===== src/pin_bridge_macros.svh =====
`ifndef PIN_BRIDGE_MACROS_SVH
`define PIN_BRIDGE_MACROS_SVH

// word widths on the chip pins

// core to chip word, carried on pin_down_data
`define PB_DOWN_BITS 21

// chip to core word, carried on pin_up_data
`define PB_UP_BITS 34

// entries per direction
// count type in pin_word_pkg is sized from this
`define PB_FIFO_DEPTH 8

`endif


===== src/pin_word_pkg.sv =====
`include "pin_bridge_macros.svh"

package pin_word_pkg;

  // one word headed for the chip
  typedef logic [`PB_DOWN_BITS-1:0] down_word_t;

  // one word coming back from the chip
  typedef logic [`PB_UP_BITS-1:0] up_word_t;

  // occupancy needs to reach DEPTH itself, hence the +1
  typedef logic [$clog2(`PB_FIFO_DEPTH+1)-1:0] fifo_count_t;

endpackage


===== src/pin_ctrl_pkg.sv =====
package pin_ctrl_pkg;

  // downlink pin transmitter
  typedef enum logic [1:0] {
    wait_word,  // nothing held, looking at the core channel
    valid_low,  // word on the pins, waiting for chip ready
    valid_high  // valid asserted, waiting for ready to fall
  } tx_state_e;

  // uplink pin receiver
  typedef enum logic {
    ready_high, // open for a chip word
    ready_low   // holding a word for the core
  } rx_state_e;

endpackage


===== src/word_fifo.sv =====
`timescale 1ns/1ps

module word_fifo #(
  parameter int WIDTH = 8,
  parameter int DEPTH = 8
) (
  input  logic             clk,
  input  logic             reset,
  // write side, fed by the producer
  input  logic             in_v,
  input  logic [WIDTH-1:0] in_d,
  output logic             in_a,
  // read side, offered to the consumer
  output logic             out_v,
  output logic [WIDTH-1:0] out_d,
  input  logic             out_a
);

  localparam int PTR_W = (DEPTH > 1) ? $clog2(DEPTH) : 1;

  logic [WIDTH-1:0]          mem [DEPTH]; // storage
  logic [PTR_W-1:0]          wr_ptr;
  logic [PTR_W-1:0]          rd_ptr;
  pin_word_pkg::fifo_count_t count;       // words currently held
  logic                      wr_en;
  logic                      rd_en;

  // wrap pointer at DEPTH, which need not be a power of two
  function automatic logic [PTR_W-1:0] ptr_next(input logic [PTR_W-1:0] p);
    logic [PTR_W-1:0] n;
    if (p == PTR_W'(DEPTH - 1))
      n = '0;
    else
      n = p + 1'b1;
    return n;
  endfunction

  // in_a high means we are in the ack cycle and v is ignored
  assign wr_en = in_v && !in_a && (count < DEPTH);
  assign rd_en = out_a && out_v; // pop only something that is there

  always_ff @(posedge clk or posedge reset) begin
    if (reset) begin
      wr_ptr <= '0;
      rd_ptr <= '0;
      count  <= '0;
      in_a   <= 1'b0;
    end else begin
      in_a <= wr_en; // ack follows the latch by one cycle
      if (wr_en)
        wr_ptr <= ptr_next(wr_ptr);
      if (rd_en)
        rd_ptr <= ptr_next(rd_ptr);
      case ({wr_en, rd_en})
        2'b10:   count <= count + 1'b1;
        2'b01:   count <= count - 1'b1;
        default: count <= count; // both or neither
      endcase
    end
  end

  always_ff @(posedge clk) begin
    if (wr_en)
      mem[wr_ptr] <= in_d;
  end

  // head of queue, visible the cycle after the write
  assign out_v = (count != '0);
  assign out_d = out_v ? mem[rd_ptr] : '0; // zero while empty

  // a write into a full fifo would land on the unread head
  no_write_full_a: assert property (
    @(posedge clk) disable iff (reset)
    wr_en && (count != '0) |-> (wr_ptr != rd_ptr)
  ) else $error("word_fifo: write into a full fifo");

  // consumer must not ack an empty fifo
  no_pop_empty_a: assert property (
    @(posedge clk) disable iff (reset)
    out_a |-> out_v
  ) else $error("word_fifo: pop while empty");

  // head word holds until the consumer acks it
  head_stable_a: assert property (
    @(posedge clk) disable iff (reset)
    out_v && !out_a |=> $stable(out_d)
  ) else $error("word_fifo: out_d changed while waiting for ack");

endmodule


===== src/pin_downlink_tx.sv =====
`timescale 1ns/1ps

module pin_downlink_tx (
  input  logic                     clk,
  input  logic                     reset,
  // core side, read end of the downlink fifo
  input  logic                     core_v,
  input  pin_word_pkg::down_word_t core_d,
  output logic                     core_a,
  // chip pins
  output logic                     pin_down_valid,
  output pin_word_pkg::down_word_t pin_down_data,
  input  logic                     pin_down_ready
);

  pin_ctrl_pkg::tx_state_e  state;
  pin_ctrl_pkg::tx_state_e  next_state;
  pin_word_pkg::down_word_t next_data;
  logic                     next_a;

  // word, ack and state all come straight from flops
  always_ff @(posedge clk or posedge reset) begin
    if (reset) begin
      state         <= pin_ctrl_pkg::wait_word;
      pin_down_data <= '0;
      core_a        <= 1'b0;
    end else begin
      state         <= next_state;
      pin_down_data <= next_data;
      core_a        <= next_a;
    end
  end

  // the chip may sample data at any point while valid is high
  // so data only loads in wait_word or on the edge that ends valid_high
  always_comb begin
    next_state = state;
    next_data  = pin_down_data; // hold by default
    next_a     = 1'b0;
    case (state)
      pin_ctrl_pkg::wait_word: begin
        if (core_v) begin
          next_data  = core_d; // load word, valid stays low one more cycle
          next_a     = 1'b1;
          next_state = pin_ctrl_pkg::valid_low;
        end
      end
      pin_ctrl_pkg::valid_low: begin
        // first cycle here is the ack cycle, core_v ignored
        if (pin_down_ready)
          next_state = pin_ctrl_pkg::valid_high;
      end
      pin_ctrl_pkg::valid_high: begin
        if (!pin_down_ready) begin // chip has taken the word
          if (core_v) begin
            next_data  = core_d; // chain straight into the next word
            next_a     = 1'b1;
            next_state = pin_ctrl_pkg::valid_low;
          end else begin
            next_state = pin_ctrl_pkg::wait_word;
          end
        end
      end
      default: begin
        next_state = pin_ctrl_pkg::wait_word;
      end
    endcase
  end

  // valid is a pure state decode, high only in valid_high
  assign pin_down_valid = (state == pin_ctrl_pkg::valid_high);

  // data frozen for the whole valid window
  data_hold_a: assert property (
    @(posedge clk) disable iff (reset)
    pin_down_valid |=> !pin_down_valid || $stable(pin_down_data)
  ) else $error("pin_downlink_tx: pin_down_data moved under valid");

  // one ack per word taken from the fifo
  ack_pulse_a: assert property (
    @(posedge clk) disable iff (reset)
    core_a |=> !core_a
  ) else $error("pin_downlink_tx: core_a held two cycles");

endmodule


===== src/pin_uplink_rx.sv =====
`timescale 1ns/1ps

module pin_uplink_rx (
  input  logic                   clk,
  input  logic                   reset,
  // chip pins
  input  logic                   pin_up_valid,
  input  pin_word_pkg::up_word_t pin_up_data,
  output logic                   pin_up_ready,
  // core side, write end of the uplink fifo
  output logic                   core_v,
  output pin_word_pkg::up_word_t core_d,
  input  logic                   core_a
);

  pin_ctrl_pkg::rx_state_e state;
  pin_ctrl_pkg::rx_state_e next_state;
  pin_word_pkg::up_word_t  next_d;

  always_ff @(posedge clk or posedge reset) begin
    if (reset) begin
      state  <= pin_ctrl_pkg::ready_high;
      core_d <= '0;
    end else begin
      state  <= next_state;
      core_d <= next_d;
    end
  end

  always_comb begin
    next_state = state;
    next_d     = core_d; // held word
    case (state)
      pin_ctrl_pkg::ready_high: begin
        if (pin_up_valid) begin // chip only drives valid while ready is up
          next_d     = pin_up_data;
          next_state = pin_ctrl_pkg::ready_low;
        end
      end
      pin_ctrl_pkg::ready_low: begin
        if (core_a) // fifo took the word
          next_state = pin_ctrl_pkg::ready_high;
      end
      default: begin
        next_state = pin_ctrl_pkg::ready_high;
      end
    endcase
  end

  // ready and v are always opposite
  assign pin_up_ready = (state == pin_ctrl_pkg::ready_high);
  assign core_v       = (state == pin_ctrl_pkg::ready_low);

  // offered word must not move before the ack
  core_hold_a: assert property (
    @(posedge clk) disable iff (reset)
    core_v |=> !core_v || $stable(core_d)
  ) else $error("pin_uplink_rx: core_d moved while core_v high");

endmodule


===== src/pin_bridge_top.sv =====
`timescale 1ns/1ps
`include "pin_bridge_macros.svh"

module pin_bridge_top (
  input  logic                     clk,
  input  logic                     reset,
  // core downlink channel
  input  logic                     down_v,
  input  pin_word_pkg::down_word_t down_d,
  output logic                     down_a,
  // chip downlink pins
  output logic                     pin_down_valid,
  output pin_word_pkg::down_word_t pin_down_data,
  input  logic                     pin_down_ready,
  // chip uplink pins
  input  logic                     pin_up_valid,
  input  pin_word_pkg::up_word_t   pin_up_data,
  output logic                     pin_up_ready,
  // core uplink channel
  output logic                     up_v,
  output pin_word_pkg::up_word_t   up_d,
  input  logic                     up_a
);

  // fifo head to transmitter
  logic                     tx_core_v;
  pin_word_pkg::down_word_t tx_core_d;
  logic                     tx_core_a;

  // receiver to fifo tail
  logic                     rx_core_v;
  pin_word_pkg::up_word_t   rx_core_d;
  logic                     rx_core_a;

  // buffers core words ahead of the slow pin handshake
  word_fifo #(
    .WIDTH (`PB_DOWN_BITS),
    .DEPTH (`PB_FIFO_DEPTH)
  ) down_fifo (
    .clk   (clk),
    .reset (reset),
    .in_v  (down_v),
    .in_d  (down_d),
    .in_a  (down_a),
    .out_v (tx_core_v),
    .out_d (tx_core_d),
    .out_a (tx_core_a)
  );

  pin_downlink_tx u_tx (
    .clk            (clk),
    .reset          (reset),
    .core_v         (tx_core_v),
    .core_d         (tx_core_d),
    .core_a         (tx_core_a),
    .pin_down_valid (pin_down_valid),
    .pin_down_data  (pin_down_data),
    .pin_down_ready (pin_down_ready)
  );

  pin_uplink_rx u_rx (
    .clk          (clk),
    .reset        (reset),
    .pin_up_valid (pin_up_valid),
    .pin_up_data  (pin_up_data),
    .pin_up_ready (pin_up_ready),
    .core_v       (rx_core_v),
    .core_d       (rx_core_d),
    .core_a       (rx_core_a)
  );

  // lets the chip keep sending while the core is slow on up_a
  word_fifo #(
    .WIDTH (`PB_UP_BITS),
    .DEPTH (`PB_FIFO_DEPTH)
  ) up_fifo (
    .clk   (clk),
    .reset (reset),
    .in_v  (rx_core_v),
    .in_d  (rx_core_d),
    .in_a  (rx_core_a),
    .out_v (up_v),
    .out_d (up_d),
    .out_a (up_a)
  );

endmodule


===== config.mk =====
export PLATFORM = sky130hd
export DESIGN_NAME = pin_bridge_top
export DESIGN_NICKNAME = d
export VERILOG_FILES = /design/src/pin_word_pkg.sv /design/src/pin_ctrl_pkg.sv /design/src/word_fifo.sv /design/src/pin_downlink_tx.sv /design/src/pin_uplink_rx.sv /design/src/pin_bridge_top.sv
export VERILOG_INCLUDE_DIRS = /design/src /design/src/src
export SDC_FILE = /design/constraint.sdc
export NUM_CORES = 1
export LEC_CHECK = 0
export ABC_CLOCK_PERIOD_IN_PS = 4200
export BUFFER_PORTS_ARGS = -buffer_cell sky130_fd_sc_hd__buf_2
export CAP_MARGIN = 30
export CORE_AREA = 2 2 206 208
export CTS_BUF_LIST = sky130_fd_sc_hd__clkbuf_2
export DETAILED_ROUTE_END_ITERATION = 10
export DIE_AREA = 0 0 208 210
export MAX_ROUTING_LAYER = met4
export PLACE_DENSITY = 0.65
export SLEW_MARGIN = 20
export SYNTH_ARGS = -nofsm -noshare
export SYNTH_HDL_FRONTEND = slang
export SYNTH_HIERARCHICAL = 1
export SYNTH_SLANG_ARGS = --single-unit

===== constraint.sdc =====
create_clock -name clk -period 4.2 [get_ports clk]
set_input_delay 0 -clock clk [delete_from_list [all_inputs] [get_ports clk]]
set_output_delay 0 -clock clk [all_outputs]
set_load 0.01 [all_outputs]

Yosys cells after proc, flatten, opt, wreduce, memory -nomap -nowiden
Memory sizes are Yosys's and may differ from the RTL's. Cells that the tools add are included.

Add/subtract/negate cells: 8. Equality and inequality tests: 13. Magnitude comparators: 2. Reductions and logical operators: 17. Bitwise operators: 1. Muxes and demuxes: 25.

Operators by type and width (number): $mux W21 (2); $pmux W21 S2 (1); $mux W34 (1); $pmux W4 S2 (2); $add A3 B1 Y3 const B (4); $eq A3 B3 Y1 const B (4); $mux W3 (4); $mux W1 (9); $add A4 B1 Y4 const B (2); $lt A4 B4 Y1 const B (2); $reduce_bool A4 Y1 (2); $sub A4 B1 Y4 const B (2); $eq A2 B1 Y1 const B (3); $eq A2 B2 Y1 const B (3); $logic_and A1 B1 Y1 (6); $mux W2 (3); $ne A2 B2 Y1 const B (3); $pmux W2 S3 (1); $reduce_bool A2 Y1 (3); $pmux W1 S2 (2); $reduce_and A2 Y1 (2); $reduce_and A3 Y1 (1); $logic_not A1 Y1 (2); $logic_not A2 Y1 (1); $not A1 Y1 (1).

Register bits after elaboration: 81. Output and inout bits: 59. Bits in writable memories: 440. Memories kept: 2.

Memories: up_fifo.mem (depth 8, bits a word 34, rd ports 1, clocked after memory_dff 0, write ports 1, RTL line word_fifo.sv:21) `logic [WIDTH-1:0] mem [DEPTH];`; down_fifo.mem (depth 8, bits a word 21, rd ports 1, clocked after memory_dff 0, write ports 1, RTL line word_fifo.sv:21).

Longest topological paths before layout
Gate-level depths: netlist (run 1).

Depth after elaboration: 5. Mapped depth: 12.

Hierarchy
The synthesis (run 1) kept the hierarchy.

By module, submodules not included: word_fifo (up_fifo) (times used 1, cells an instance 500, area each 11009.3 sq um); word_fifo (down_fifo) (times used 1, cells an instance 333, area each 7046.8 sq um); pin_uplink_rx (times used 1, cells an instance 77, area each 1433.9 sq um); pin_downlink_tx (times used 1, cells an instance 55, area each 918.4 sq um).

Worst setup path after synthesis (run 1)
Ideal clock, no wire load.

Path type: register to register. From: register up_fifo.count[3]. To: memory up_fifo/mem[0][0] (netlist bit) (enable). Clock period less this slack: 4564 ps. Buffers on the path: 1. Library setup time: 510 ps. Data required time: 3690 ps. Data arrival time: 4054 ps. Stages on the path, launching flop included: 5. Slack: -364 ps. Cell sequence: dfrtp_1 nor2_1 nand2_1 clkbuf_1 nor4_1.

Longest elaborated chain between the ends: 4.

Ends and longest elaborated chain: from (decl) (RTL line word_fifo.sv:24) `pin_word_pkg::fifo_count_t count;`; from (signal assigned) (RTL line word_fifo.sv:55) `2'b10: count <= count + 1'b1;`; from (signal assigned) (RTL line word_fifo.sv:56) `2'b01: count <= count - 1'b1;`; from (signal assigned) (RTL line word_fifo.sv:57) `default: count <= count;`; $lt A4 B4 Y1 (RTL line word_fifo.sv:39) `assign wr_en = in_v && !in_a && (count < DEPTH);`; $logic_and A1 B1 Y1 (RTL line word_fifo.sv:39); $mux W1 (RTL line word_fifo.sv:63) `if (wr_en)`; $mux W1 (implied by the code) (RTL line word_fifo.sv:64) `mem[wr_ptr] <= in_d;`; to (decl) (RTL line word_fifo.sv:21).

No other way between the ends.

Worst setup path after layout (run 1)
From: register up_fifo.rd_ptr[0]. To: output port up_d[14].

Longest elaborated chain between the ends: 2.

Ends and longest elaborated chain: from (decl) (RTL line word_fifo.sv:23) `logic [PTR_W-1:0] rd_ptr;`; from (signal assigned) (RTL line word_fifo.sv:53) `rd_ptr <= ptr_next(rd_ptr);`; $mem_v2 Z8 W34; $mux W34 (RTL line word_fifo.sv:69) `assign out_d = out_v ? mem[rd_ptr] : '0;`; to (decl) (RTL line pin_bridge_top.sv:21) `output pin_word_pkg::up_word_t up_d,`.

No other way between the ends.

==> run summary, run 1 <==
The first global-routing pass estimated 63,800 um of wire. The worst path needs 3.38 ns of the cycle, external delays included. STA classifies the critical path startpoint as a flip-flop.

TritonCTS built the clock tree. The region available for standard cell placement spans 0.0415 sq mm. After synthesis, the mean cell area works out to 21.1 sq um. The total overflow left after global routing is 0.

Final net count: 1,434. After clock tree synthesis, the setup repair step added 0 buffers. For the total power, the log shows 16.3 mW. The number of global-route vias before repair was 11.3k; the sum of buffers and inverters on the critical path was 2. The final count of hold timing violations came out at 0.

The first detailed-routing pass took 5 iterations. TritonCTS sink count: 521. After legalization and detailed placement, the total HPWL measured 23,100 um. For the number of antenna violations at the first check in global routing, the log shows 5.

The layout has 3,172 filler cells. Final number of max-transition violations: 0. Setup repair after global routing left no endpoint under its margin. The run gives 75 as the cell row count. The gate count of the mapped netlist was 965. The maximum achievable frequency was 296 MHz. After synthesis the cells add up to 0.0204 sq mm.

For the worst setup path, the data arrival time is 3.38 ns. Synthesis-to-finish area growth: 19.9%. IR analysis of the VDD net gives a maximum drop of 0.000368 V. CTS built an H-tree with a depth of 4. Max-cap violations in this run came to 0. The slew at the pin with the worst max-slew slack was 0.896 ns; the area of the die was 0.0437 sq mm.

The data required time of the worst path is 4.20 ns. For the leakage component of the power, the log shows 9.06 nW. Yosys printed 6 warnings. The number of library cell types mapped by synthesis was 37.

Measured along the x axis, the die boundary spans 208 um. The buffer levels on the longest clock path is 3. The fraction of power spent switching nets is 0.326.

The post-layout instance count excluding filler cells was 2,003; the total CTS buffers was 133. Grouping stages by cell kind, the critical path spends the most delay in multiplexers. The number of nets handed over by synthesis was 1,040. The power share of the clock group was 0.204.

In the layout the commonest cells are sky130_fd_sc_hd__edfxtp_1, sky130_fd_sc_hd__clkbuf_2, sky130_fd_sc_hd__dlygate4sd3_1, sky130_fd_sc_hd__buf_2, sky130_fd_sc_hd__mux4_2. The capturing element type of the critical path was a primary output. Summed over all layers, the routed wires come to 40,900 um. The most common library cell in the layout ignoring fill and taps is sky130_fd_sc_hd__edfxtp_1.

In this run the count of I/O pins placed on the die edge is 120. The share of cells above drive strength 1 was 0.380; the sequential fraction of the synthesis area was 0.747. The master of the slowest instance on the critical path was sky130_fd_sc_hd__dfrtp_4. The largest net degree at the start of global routing is 45, and the switching power is 5.29 mW. The share of power burned in registers was 0.488; the number of buffers added to fix hold violations after cts was 152. The detailed router finished its first iteration with 508 violations. Setup violations remaining at the end of the flow were counted as 0. The number of buffer cells added on primary ports is 119. The clock latency on the worst-skew pair is 1.07 ns. The run gives 0 ns as the sum of negative setup slack. Between clock sinks in the finished design, the worst skew comes to 0.0592 ns.

The class of the tightest hold or removal check was in -> async. The number of remaining DRC errors is 0, and the final cycle utilization of the critical path is 0.805. The critical path's largest stage delay was 0.83 ns; the remaining antenna violation count after routing was 0. The worst slew margin relative to its limit is 0.400. The logs give 0.492 for the initial cell density of the core and 11.0 mW for the internal power consumption.

The combinational power share was 0.308. At the end of routability-driven placement, the weighted congestion stood at 0.735. The run finished with clean final reports. After clock tree synthesis, the clock-pin slew on the worst setup and hold paths is 0.10 ns. Total number of vias: 10.5k. Dividing the detail-routed wire length by the instance count gives 20.4 um. Walking the worst path, the cells encountered are buf_12 -> mux4_1 -> mux2i_1 -> nor2_1 -> buf_2. The share of the core filled with cells was 0.590; the maximum fanout count along the critical path was 43. In this run the power density over the cells is 665 mW/mm^2.

Once the clock tree was built, the resizer swapped 0 gates to a different size. Class of the most critical setup path: reg -> out. The synthesized design contains 521 register bits.

The overall global routing resource usage was 0.200; the cell count after placement was 1,611. Using the TritonRoute via totals, the vias-per-cell ratio works out to 5.22. Measured along the y axis, the die boundary spans 210 um.

CTS placed an instance of sky130_fd_sc_hd__clkbuf_2 at the clock tree root.
[cells in the mapped netlist]
master                       n  share of area
sky130_fd_sc_hd__ha_1       14         0.0086
sky130_fd_sc_hd__o21ai_0     5         0.0012
sky130_fd_sc_hd__nor3_1     14         0.0034
sky130_fd_sc_hd__mux2_4     29          0.021
sky130_fd_sc_hd__nand2_2     2        0.00061
sky130_fd_sc_hd__clkbuf_1   12         0.0022
sky130_fd_sc_hd__nor4_1      2        0.00061
sky130_fd_sc_hd__o21a_1      1        0.00037
sky130_fd_sc_hd__nor4_2      1        0.00061
sky130_fd_sc_hd__a21oi_1     2        0.00049
sky130_fd_sc_hd__nand3b_1    2        0.00074
sky130_fd_sc_hd__o21bai_1    1        0.00037
sky130_fd_sc_hd__buf_12      2         0.0020
sky130_fd_sc_hd__mux2_2     29          0.016
sky130_fd_sc_hd__buf_4       1        0.00037
sky130_fd_sc_hd__a211oi_4    1        0.00098
sky130_fd_sc_hd__buf_6      16         0.0088
sky130_fd_sc_hd__buf_2      15         0.0037
sky130_fd_sc_hd__nor2_1     65          0.012
sky130_fd_sc_hd__mux4_1      6         0.0077
sky130_fd_sc_hd__xnor2_1     2        0.00086
sky130_fd_sc_hd__nand2_1    17         0.0031
sky130_fd_sc_hd__nor2b_1     3        0.00092
sky130_fd_sc_hd__mux4_2    104           0.11
sky130_fd_sc_hd__xor2_1      8         0.0034
sky130_fd_sc_hd__a31oi_1     2        0.00061
sky130_fd_sc_hd__inv_2       1        0.00018
sky130_fd_sc_hd__inv_1      12         0.0022
sky130_fd_sc_hd__nand2b_1    7         0.0021
sky130_fd_sc_hd__buf_8       1        0.00074
sky130_fd_sc_hd__dfrtp_1    81          0.099
sky130_fd_sc_hd__mux2i_1    55          0.027
sky130_fd_sc_hd__nor4_4      1         0.0010
sky130_fd_sc_hd__edfxtp_1  440           0.65
sky130_fd_sc_hd__a21o_1      7         0.0026
sky130_fd_sc_hd__nand3_1     2        0.00049
sky130_fd_sc_hd__mux2_1      2         0.0011
[per-stage QoR]
stage | cell area (sq um) | worst slack [ns] | hold slack, ns
floorplan | 20400 | 0.530 | -0.148
CTS | 24400 | 0.669 | 0.00179
finish | 24500 | 0.819 | 0.0957
global route | 24500 | 0.543 | 0.0440
global placement | 21700 | 1.52 | 0.0766
detailed placement | 21700 | 1.45 | 0.0567
[routing by layer]
layer,part of all wire,wire (um),GRT usage
met1,0.42,17300,0.244
met2,0.51,20900,0.328
met3,0.049,2020,0.0504
met4,0.017,699,0.0692
met5,0,0,-
[area by class of cell]
type / count / area, sq um / area share
multi-input combinational: 384 / 4860 / 0.199
antenna: 6 / 15.0 / 0.000614
tap: 539 / 674 / 0.0276
clock buffer: 197 / 986 / 0.0403
inverter: 13 / 48.8 / 0.00199
sequential: 521 / 15200 / 0.623
clock inverter: 37 / 198 / 0.00808
timing repair buffer: 306 / 2430 / 0.0993
[sequential cells by signal, summed over array words and instances (netlist names)]
| register | flops |
|---|---|
| down_fifo/rd_ptr | 3 |
| u_tx/core_a | 1 |
| u_tx/state | 2 |
| u_rx/core_d | 34 |
| down_fifo/count | 4 |
| up_fifo/wr_ptr | 3 |
| u_tx/pin_down_data | 21 |
| u_rx/core_v | 1 |
| down_fifo/wr_ptr | 3 |
| up_fifo/count | 4 |
| down_fifo/mem | 168 |
| up_fifo/rd_ptr | 3 |
| up_fifo/mem | 272 |
| up_fifo/in_a | 1 |
| down_fifo/in_a | 1 |
[worst paths after layout]
| kind | depth (start not counted) | to | from | slack (ns) |
|---|---|---|---|---|
| worst min register to register | 1 | u_rx/core_v$_DFF_PP0_ | up_fifo/in_a$_DFF_PP0_ | 0.45 |
| min in group clk | 4 | u_rx/core_v$_DFF_PP0_ | pin_up_valid | 0.10 |
| worst max-delay path | 5 | up_d[14] | up_fifo/rd_ptr[0]$_DFFE_PP0P_ | 0.82 |
| worst max register to register | 12 | up_fifo/count[2]$_DFFE_PP0P_ | up_fifo/count[1]$_DFFE_PP0P_ | 1.39 |
| worst min-delay path | 4 | u_rx/core_d[5]$_DFFE_PP0P_ | reset | 0.1 |
| max in group asynchronous | 5 | u_rx/core_d[15]$_DFFE_PP0P_ | reset | 3.55 |
[logic make-up after synthesis]
logic type | Yosys count | synth area share
flops | 521 | 0.747
mux | 225 | 0.188
simple gates | 116 | 0.0257
buf+inv | 60 | 0.0202
compound gates | 19 | 0.00662
fa+ha+maj | 14 | 0.00858
xor+xnor | 10 | 0.00429
[worst min-delay path, cell delays in order]
cell and delay, ns:
sky130_fd_sc_hd__dlygate4sd3_1 0.52, sky130_fd_sc_hd__buf_2 0.12, sky130_fd_sc_hd__dlygate4sd3_1 0.61, sky130_fd_sc_hd__inv_2 0.33
[power by group through the flow]
stage / sequential (mW) / combinational [mW] / clock (mW)
after floorplan: 7.51 / 3.74 / 0
after global placement: 8.02 / 4.67 / 0
after detailed placement: 8.07 / 4.73 / 0
after CTS: 7.96 / 5.08 / 3.46
after global routing: 8.10 / 5.43 / 3.72
final: 7.93 / 5.01 / 3.32
Note: power is estimated with default switching activity, not from simulation.
==> run 2, diff against run 1 <==
ABC_CLOCK_PERIOD_IN_PS = 2730   (was 4200)
clock period = 2.73 ns   (was 4.2 ns; I/O delays follow)
==> run 2 against run 1 <==
The run now ends with setup timing left. Critical path type unchanged. Non-clock buffer count increased by 30. Highest routed layer unchanged. Sequential power grew 49%. Combinational power rose by 77%. First-iteration DRC count rose by 25%. Die area stayed put. Cell count grew 1.8%.
==> run summary, run 2 (synthesis gave the netlist of run 1 again) <==
The routed wirelength normalized by instance count is 20.6 um, and the TritonCTS sink count is 521. The run gives 11.5k as the number of global-route vias before repair. TritonCTS built the clock tree. The tools report the capturing element type of the critical path as a primary output. The final cycle utilization of the critical path was 1.04. Setup repair after global routing could not meet its margin everywhere. Using the TritonRoute via totals, the vias-per-cell ratio works out to 5.23. The number of optimization iterations in the first detailed-route pass is 7. The tools report the final net count as 1,464. The checks that failed: setup timing. The share of cells above drive strength 1 came out at 0.393. The congestion estimate from routability-driven global placement came to 0.718. The worst slew margin relative to its limit is 0.577. For this run, design rule violations remaining after detail routing come to 0. Port buffering added 119 buffers.

The total overflow left after global routing is 0. Across the routed clock network, the largest skew measured is 0.0642 ns. At the worst endpoint, the arrival time is 2.84 ns. Leaving out fill and tap cells, the most frequent cell in the layout is sky130_fd_sc_hd__edfxtp_1.

The tools report the core outline area as 0.0415 sq mm. Pin placement for this block handled 120 I/O pins. The tightest hold path in the finished design has a slack of 0.234 ns. The flow ran to the end, but the final reports show violations. Post-route worst setup slack: -0.113 ns. The top cell types in the final layout, fill and taps aside, are sky130_fd_sc_hd__edfxtp_1, sky130_fd_sc_hd__clkbuf_2, sky130_fd_sc_hd__dlygate4sd3_1, sky130_fd_sc_hd__buf_2, sky130_fd_sc_hd__mux4_2. The flip-flop count of the largest register after layout was 272. Summed over all nets, the half-perimeter wirelength after detailed placement is 22,300 um. The overall global routing resource usage is 0.207, and the shortest clock period the worst path allows after layout is 2.84 ns. The startpoint type of the worst setup path was a flip-flop.

The maximum fanout count along the critical path is 12. The maximum achievable frequency was 352 MHz. The logs give 0 for the final count of hold timing violations and 3 for the buffer levels on the longest clock path. The first global-routing pass estimated 65,400 um of wire.

From synthesis to final layout, the design area changed by 22.4%. The tools report the final number of max-transition violations as 0. The leakage component of the power was 9.30 nW; the height of the die was 210 um. Class of the most critical setup path: reg -> out. The logs give 3 for the number of antenna violations at the first check in global routing and 2.73 ns for the data required time of the worst path.

The library cell used as clock root buffer is sky130_fd_sc_hd__clkbuf_2. The largest registers in the layout are up_fifo/mem (272), down_fifo/mem (168), u_rx/core_d (34). The wire length after detailed routing is 42,100 um.

For this block, the initial DRC count from the detailed router was 633. The largest net degree at the start of global routing came out at 45. At the pin with the least slew margin, the transition time is 0.634 ns. Power density of the placed cells: 1030 mW/mm^2. The H-tree was split into 4 levels. The register with the most flip-flops in the final layout is up_fifo/mem.

The initial cell density of the core was 0.492. The clock latency on the worst-skew pair is 1.08 ns. The tools report the area of the die as 0.0437 sq mm.

Setup violations remaining at the end of the flow were counted as 26. The floorplan step set the die width to 208 um. The run gives 0.000511 V as the largest vdd supply drop. Summed over all failing endpoints, the final setup total negative slack is -1.48 ns. The tools report the remaining antenna violation count after routing as 0. The detailed router placed 10.7k vias in this run. The class of the tightest hold or removal check was in -> reg. Max-cap violations in this run came to 0. The total CTS buffers came out at 133.

Clock-pin slew was measured on the worst setup and hold paths at 0.10 ns. The tools report the cell row count as 75.
## run 2: cell types whose count changed in the layout (fill, tap and decap cells not counted), moves of 5 or more
| cell | before | now |
|---|---|---|
| sky130_fd_sc_hd__buf_16 | 0 | 6 |
| sky130_fd_sc_hd__clkinv_2 | 2 | 7 |
| sky130_fd_sc_hd__clkinv_1 | 25 | 32 |
| sky130_fd_sc_hd__buf_12 | 4 | 11 |
| sky130_fd_sc_hd__buf_4 | 31 | 42 |
## run 2: cell type report
cell class              count  area [sq um]
diodes                      3          7.51
well taps                 539           674
clock buffers             194           971
flip-flops and latches    521         15300
fillers                  3122         16500
multi-input cells         384          4880
repair buffers            336          2890
clock inverters            50           249
inverters                  13          48.8
## run 2: where the power goes
| part | internal (mW) | total, mW | switching (mW) |
|---|---|---|---|
| Clock | 2.11 | 5.14 | 3.03 |
| Combinational | 4.77 | 8.86 | 4.08 |
| Sequential | 10.6 | 11.8 | 1.23 |
## run 2: final timing paths
kind	start	to	slack [ns]	cells past startpoint
max	up_fifo/rd_ptr[0]$_DFFE_PP0P_	up_d[6]	-0.11	6
min	pin_up_valid	u_rx/core_v$_DFF_PP0_	0.23	5
max reg2reg	up_fifo/count[0]$_DFFE_PP0P_	up_fifo/count[2]$_DFFE_PP0P_	0.32	11
min reg2reg	up_fifo/in_a$_DFF_PP0_	u_rx/core_v$_DFF_PP0_	0.50	1
max in group asynchronous	reset	down_fifo/rd_ptr[0]$_DFFE_PP0P_	1.10	6
min in group asynchronous	reset	down_fifo/count[1]$_DFFE_PP0P_	0.60	5
## run 2: critical path, cell delays in order (launching register included)
cell and delay, ns:
sky130_fd_sc_hd__dfrtp_4 0.47, sky130_fd_sc_hd__buf_4 0.17, sky130_fd_sc_hd__buf_16 0.17, sky130_fd_sc_hd__mux4_2 0.53
sky130_fd_sc_hd__mux2i_2 0.18, sky130_fd_sc_hd__nor2_1 0.08, sky130_fd_sc_hd__buf_2 0.16
## run 2: routing by layer
metal	GRT usage	up-vias	share of wire
met4	0.0734	0	0.016
met1	0.239	5449	0.40
met3	0.0541	67	0.055
met5	-	-	0
li1	-	4838	-
met2	0.353	309	0.53
## run 2: per-stage QoR
step                      worst slack [ns]   util  instances  power [mW]  area, sq um
after floorplan                     -0.940      -        965        17.3        20400
after detailed placement             0.398  0.528       1621        19.8        21900
after CTS                           -0.271  0.601       2034        26.1        24900
after global placement               0.508  0.527       1620        19.6        21900
after global routing                -0.336  0.602       2040        27.4        25000
final                               -0.113  0.602       2040        25.8        25000
## run 2: what timing repair did
| action | CTS | global route |
|---|---|---|
| endpoints found under the setup margin | 34 | 34 |
| cloned | 5 | 0 |
| pin swaps | 2 | 5 |
| hold endpoints to repair | 482 | 0 |
| hold buffers | 155 | 0 |
| gates resized for setup | 19 | 3 |
| setup buffers | 9 | 4 |
==> run 3, diff against run 2 <==
CTS_BUF_LIST = sky130_fd_sc_hd__clkbuf_8   (was sky130_fd_sc_hd__clkbuf_2)
==> run 3 against run 2 <==
Sequential share of layout area rose by 1.8 points. Design area fell by 2.9%. Power rose by 1.1%. Global-route usage fell by 1.0 points. Sequential cell count did not move. The run now ends clean. Sequential power barely moved. Non-clock buffer count fell by 98. Highest routed layer unchanged.
==> run summary, run 3 (synthesis gave the netlist of run 1 again) <==
Clock skew on the completed layout was measured at 0.0251 ns. The tools report the remaining antenna violation count after routing as 0. By startpoint and endpoint, the worst setup path is classified as reg -> out. Dividing the detail-routed wire length by the instance count gives 21.9 um.

The smallest clock period supported by the final layout is computed as 2.55 ns. At the later pin of the worst-skew pair, clock insertion delay measures 0.65 ns. After filler insertion, the fill cell instance count of the layout stands at 3,095. The logs give 62,300 um for the first-pass GRT wire length and 2.73 ns for the data required time of the worst path.

In the final layout, the registers with the most flip-flops are up_fifo/mem (272), down_fifo/mem (168), u_rx/core_d (34). Counting flops per register, the top entry is up_fifo/mem. The share of the core filled with cells was 0.585.

The number of H-tree levels is 3. The longest clock path from root to sink contains 3 buffers. Total number of vias: 10.0k. The number of max-cap violations came out at 0. The share of cells above drive strength 1 was 0.362; the count of boundary I/O pins was 120. Setup total negative slack on the finished layout was measured at 0 ns.

The die covers 0.0437 sq mm. In this run the critical register-to-register path is captured at up_fifo/count[2]$_DFFE_PP0P_. In the routed design, unresolved DRC markers number 0. The tools report the post-route worst setup slack as 0.184 ns. For the half-perimeter wire length of the detailed placement result, the log shows 22,300 um. The tools report the startpoint of the lowest-slack hold path as pin_up_valid.

The worst register-to-register path begins at up_fifo/count[0]$_DFFE_PP0P_. The critical path starts at up_fifo/rd_ptr[0]$_DFFE_PP0P_. The run finished with clean final reports. OpenSTA, run right after detailed placement, puts the worst setup slack at 0.398 ns. The number of cells on the worst reg-to-reg path is 11. TritonCTS built the clock tree.

Traced cell by cell, the critical path runs through buf_12 -> mux4_1 -> mux2i_1 -> nor2_1 -> buf_2. For this run, the top clock speed supported by timing is 393 MHz. The number of setup violations in the final report was 0. The maximum fanout count along the critical path was 29. The placed instances occupy a cell area of 0.0219 sq mm. For the pin with the worst max-slew slack, the measured transition is 0.662 ns.

The tools report the number of antenna violations at the first check in global routing as 4. The worst setup path is captured at a primary output. The critical path's largest stage delay is 0.60 ns.

For this run, the post-layout net count is 1,317. The number of global-route vias before repair was 10.6k. For this run the aggregate overflow at the end of global routing stands at 0. The final count of hold timing violations is 0. The clock-pin slew on the worst setup and hold paths was 0.06 ns. The routed design has 40,600 um of wire. The largest net degree at the start of global routing came out at 45. The tools report the overall global routing resource usage as 0.197.

Most common library cell in the layout ignoring fill and taps: sky130_fd_sc_hd__edfxtp_1. The largest individual stage delay along the critical path comes from the cell sky130_fd_sc_hd__mux4_1. The worst slew margin relative to its limit was 0.559; the largest vdd supply drop was 0.000609 V. Leaving out fill and tap cells, the most frequent cells in the layout are sky130_fd_sc_hd__edfxtp_1, sky130_fd_sc_hd__buf_2, sky130_fd_sc_hd__mux4_2, sky130_fd_sc_hd__clkbuf_8, sky130_fd_sc_hd__dfrtp_1. STA classifies the critical path startpoint as a flip-flop. Setup repair after global routing left no endpoint under its margin. For the core outline area, the log shows 0.0415 sq mm. The number of buffer cells added on primary ports works out to 119. Using the TritonRoute via totals, the vias-per-cell ratio works out to 5.39.

After routing the design area is 0.0242 sq mm. The placer's final routability congestion estimate was 0.718; the data arrival time of the critical path was 2.55 ns. The first TritonRoute pass finished after 5 iterations.

The synthesis-to-finish area growth came out at 18.8%. For the setup slack of the worst register-to-register path, the log shows 0.40 ns. After the first detailed-routing iteration, the DRC count stood at 664. The total of cells resized after clock tree synthesis is 0, and the flip-flop count of the largest register after layout is 272. The final cycle utilization of the critical path came out at 0.932.

The die is 208 um wide. The path with the worst hold slack has its endpoint at u_rx/core_v$_DFF_PP0_. The floorplan step set the die height to 210 um. The initial cell density of the core is 0.492.

The leakage component of the power is 8.86 nW, and the TritonCTS sink count is 521. The cell row count came out at 75. The worst hold path cell count is 4. The run gives 0 as the final number of max-transition violations.

In this run the worst hold path is classified as in -> reg. The power density of the placed cells was 1080 mW/mm^2. Clock tree synthesis inserted a total of 84 buffers. The tree is rooted in a sky130_fd_sc_hd__clkbuf_8.
run 3: changes by cell type in the layout (fill, tap and decap cells not counted), sizes merged:
cell	before	now
inv	22	55
clkbuf	194	96
clkinv	39	16
dlygate4sd3	155	65
clkinvlp	0	2
bufinv	2	1
buf	181	173
diode	3	4
run 3: final cells by class:
type,count,area [sq um],area share
multi-input cells,384,4880,0.201
repair buffers,238,1760,0.0726
diodes,4,10.0,0.000413
well taps,539,674,0.0278
clock buffers,96,1320,0.0545
flip-flops and latches,521,15200,0.629
inverters,13,48.8,0.00201
clock inverters,61,307,0.0126
run 3: timing repair:
action                     4_1_cts  5_1_grt
setup buffers                    1        8
hold endpoints to repair       294        0
pin swaps                        0        0
setup endpoints to repair        5        1
hold buffers                    65        0
cloned                           0        0
run 3: power breakdown:
part | total (mW) | switching, mW | internal (mW)
combinational | 7.87 | 3.81 | 4.06
sequential | 11.9 | 1.29 | 10.6
clock | 6.32 | 2.99 | 3.33
run 3: routing by layer:
metal | global-route usage | wire length, um | vias to the layer above
li1 | - | - | 4462
met1 | 0.232 | 16400 | 5194
met2 | 0.337 | 21200 | 262
met3 | 0.0459 | 2000 | 85
met4 | 0.0641 | 998 | 0
met5 | - | 0 | -
run 3: worst max path at each step:
stage / endpoint / slack, ns / cells after the start
6_report: up_d[12] / 0.18 / 5
5_1_grt: up_d[12] / 0.06 / 5
4_1_cts: up_d[12] / 0.02 / 5
3_5_place_dp: up_fifo/count[2]$_DFFE_PP0P_ / 0.40 / 11
3_3_place_gp: down_fifo/count[2]$_DFFE_PP0P_ / 0.51 / 11
2_1_floorplan: up_fifo/mem[2][0]$_DFFE_PP_ / -0.94 / 4
run 3: critical path: cells and delay by family (launching register included):
kind | cells | cell delay [ns]
simple gates | 1 | 0.08
flops | 1 | 0.55
mux | 2 | 0.80
buf+inv | 2 | 0.45
run 3: metrics by stage:
stage / instances / hold slack [ns] / total power [mW]
finish: 1856 / 0.0703 / 26.1
global route: 1856 / 0.0472 / 27.5
CTS: 1844 / 0.0150 / 26.4
detailed placement: 1621 / 0.0567 / 19.8
global placement: 1620 / 0.0642 / 19.6
floorplan: 965 / -0.148 / 17.3
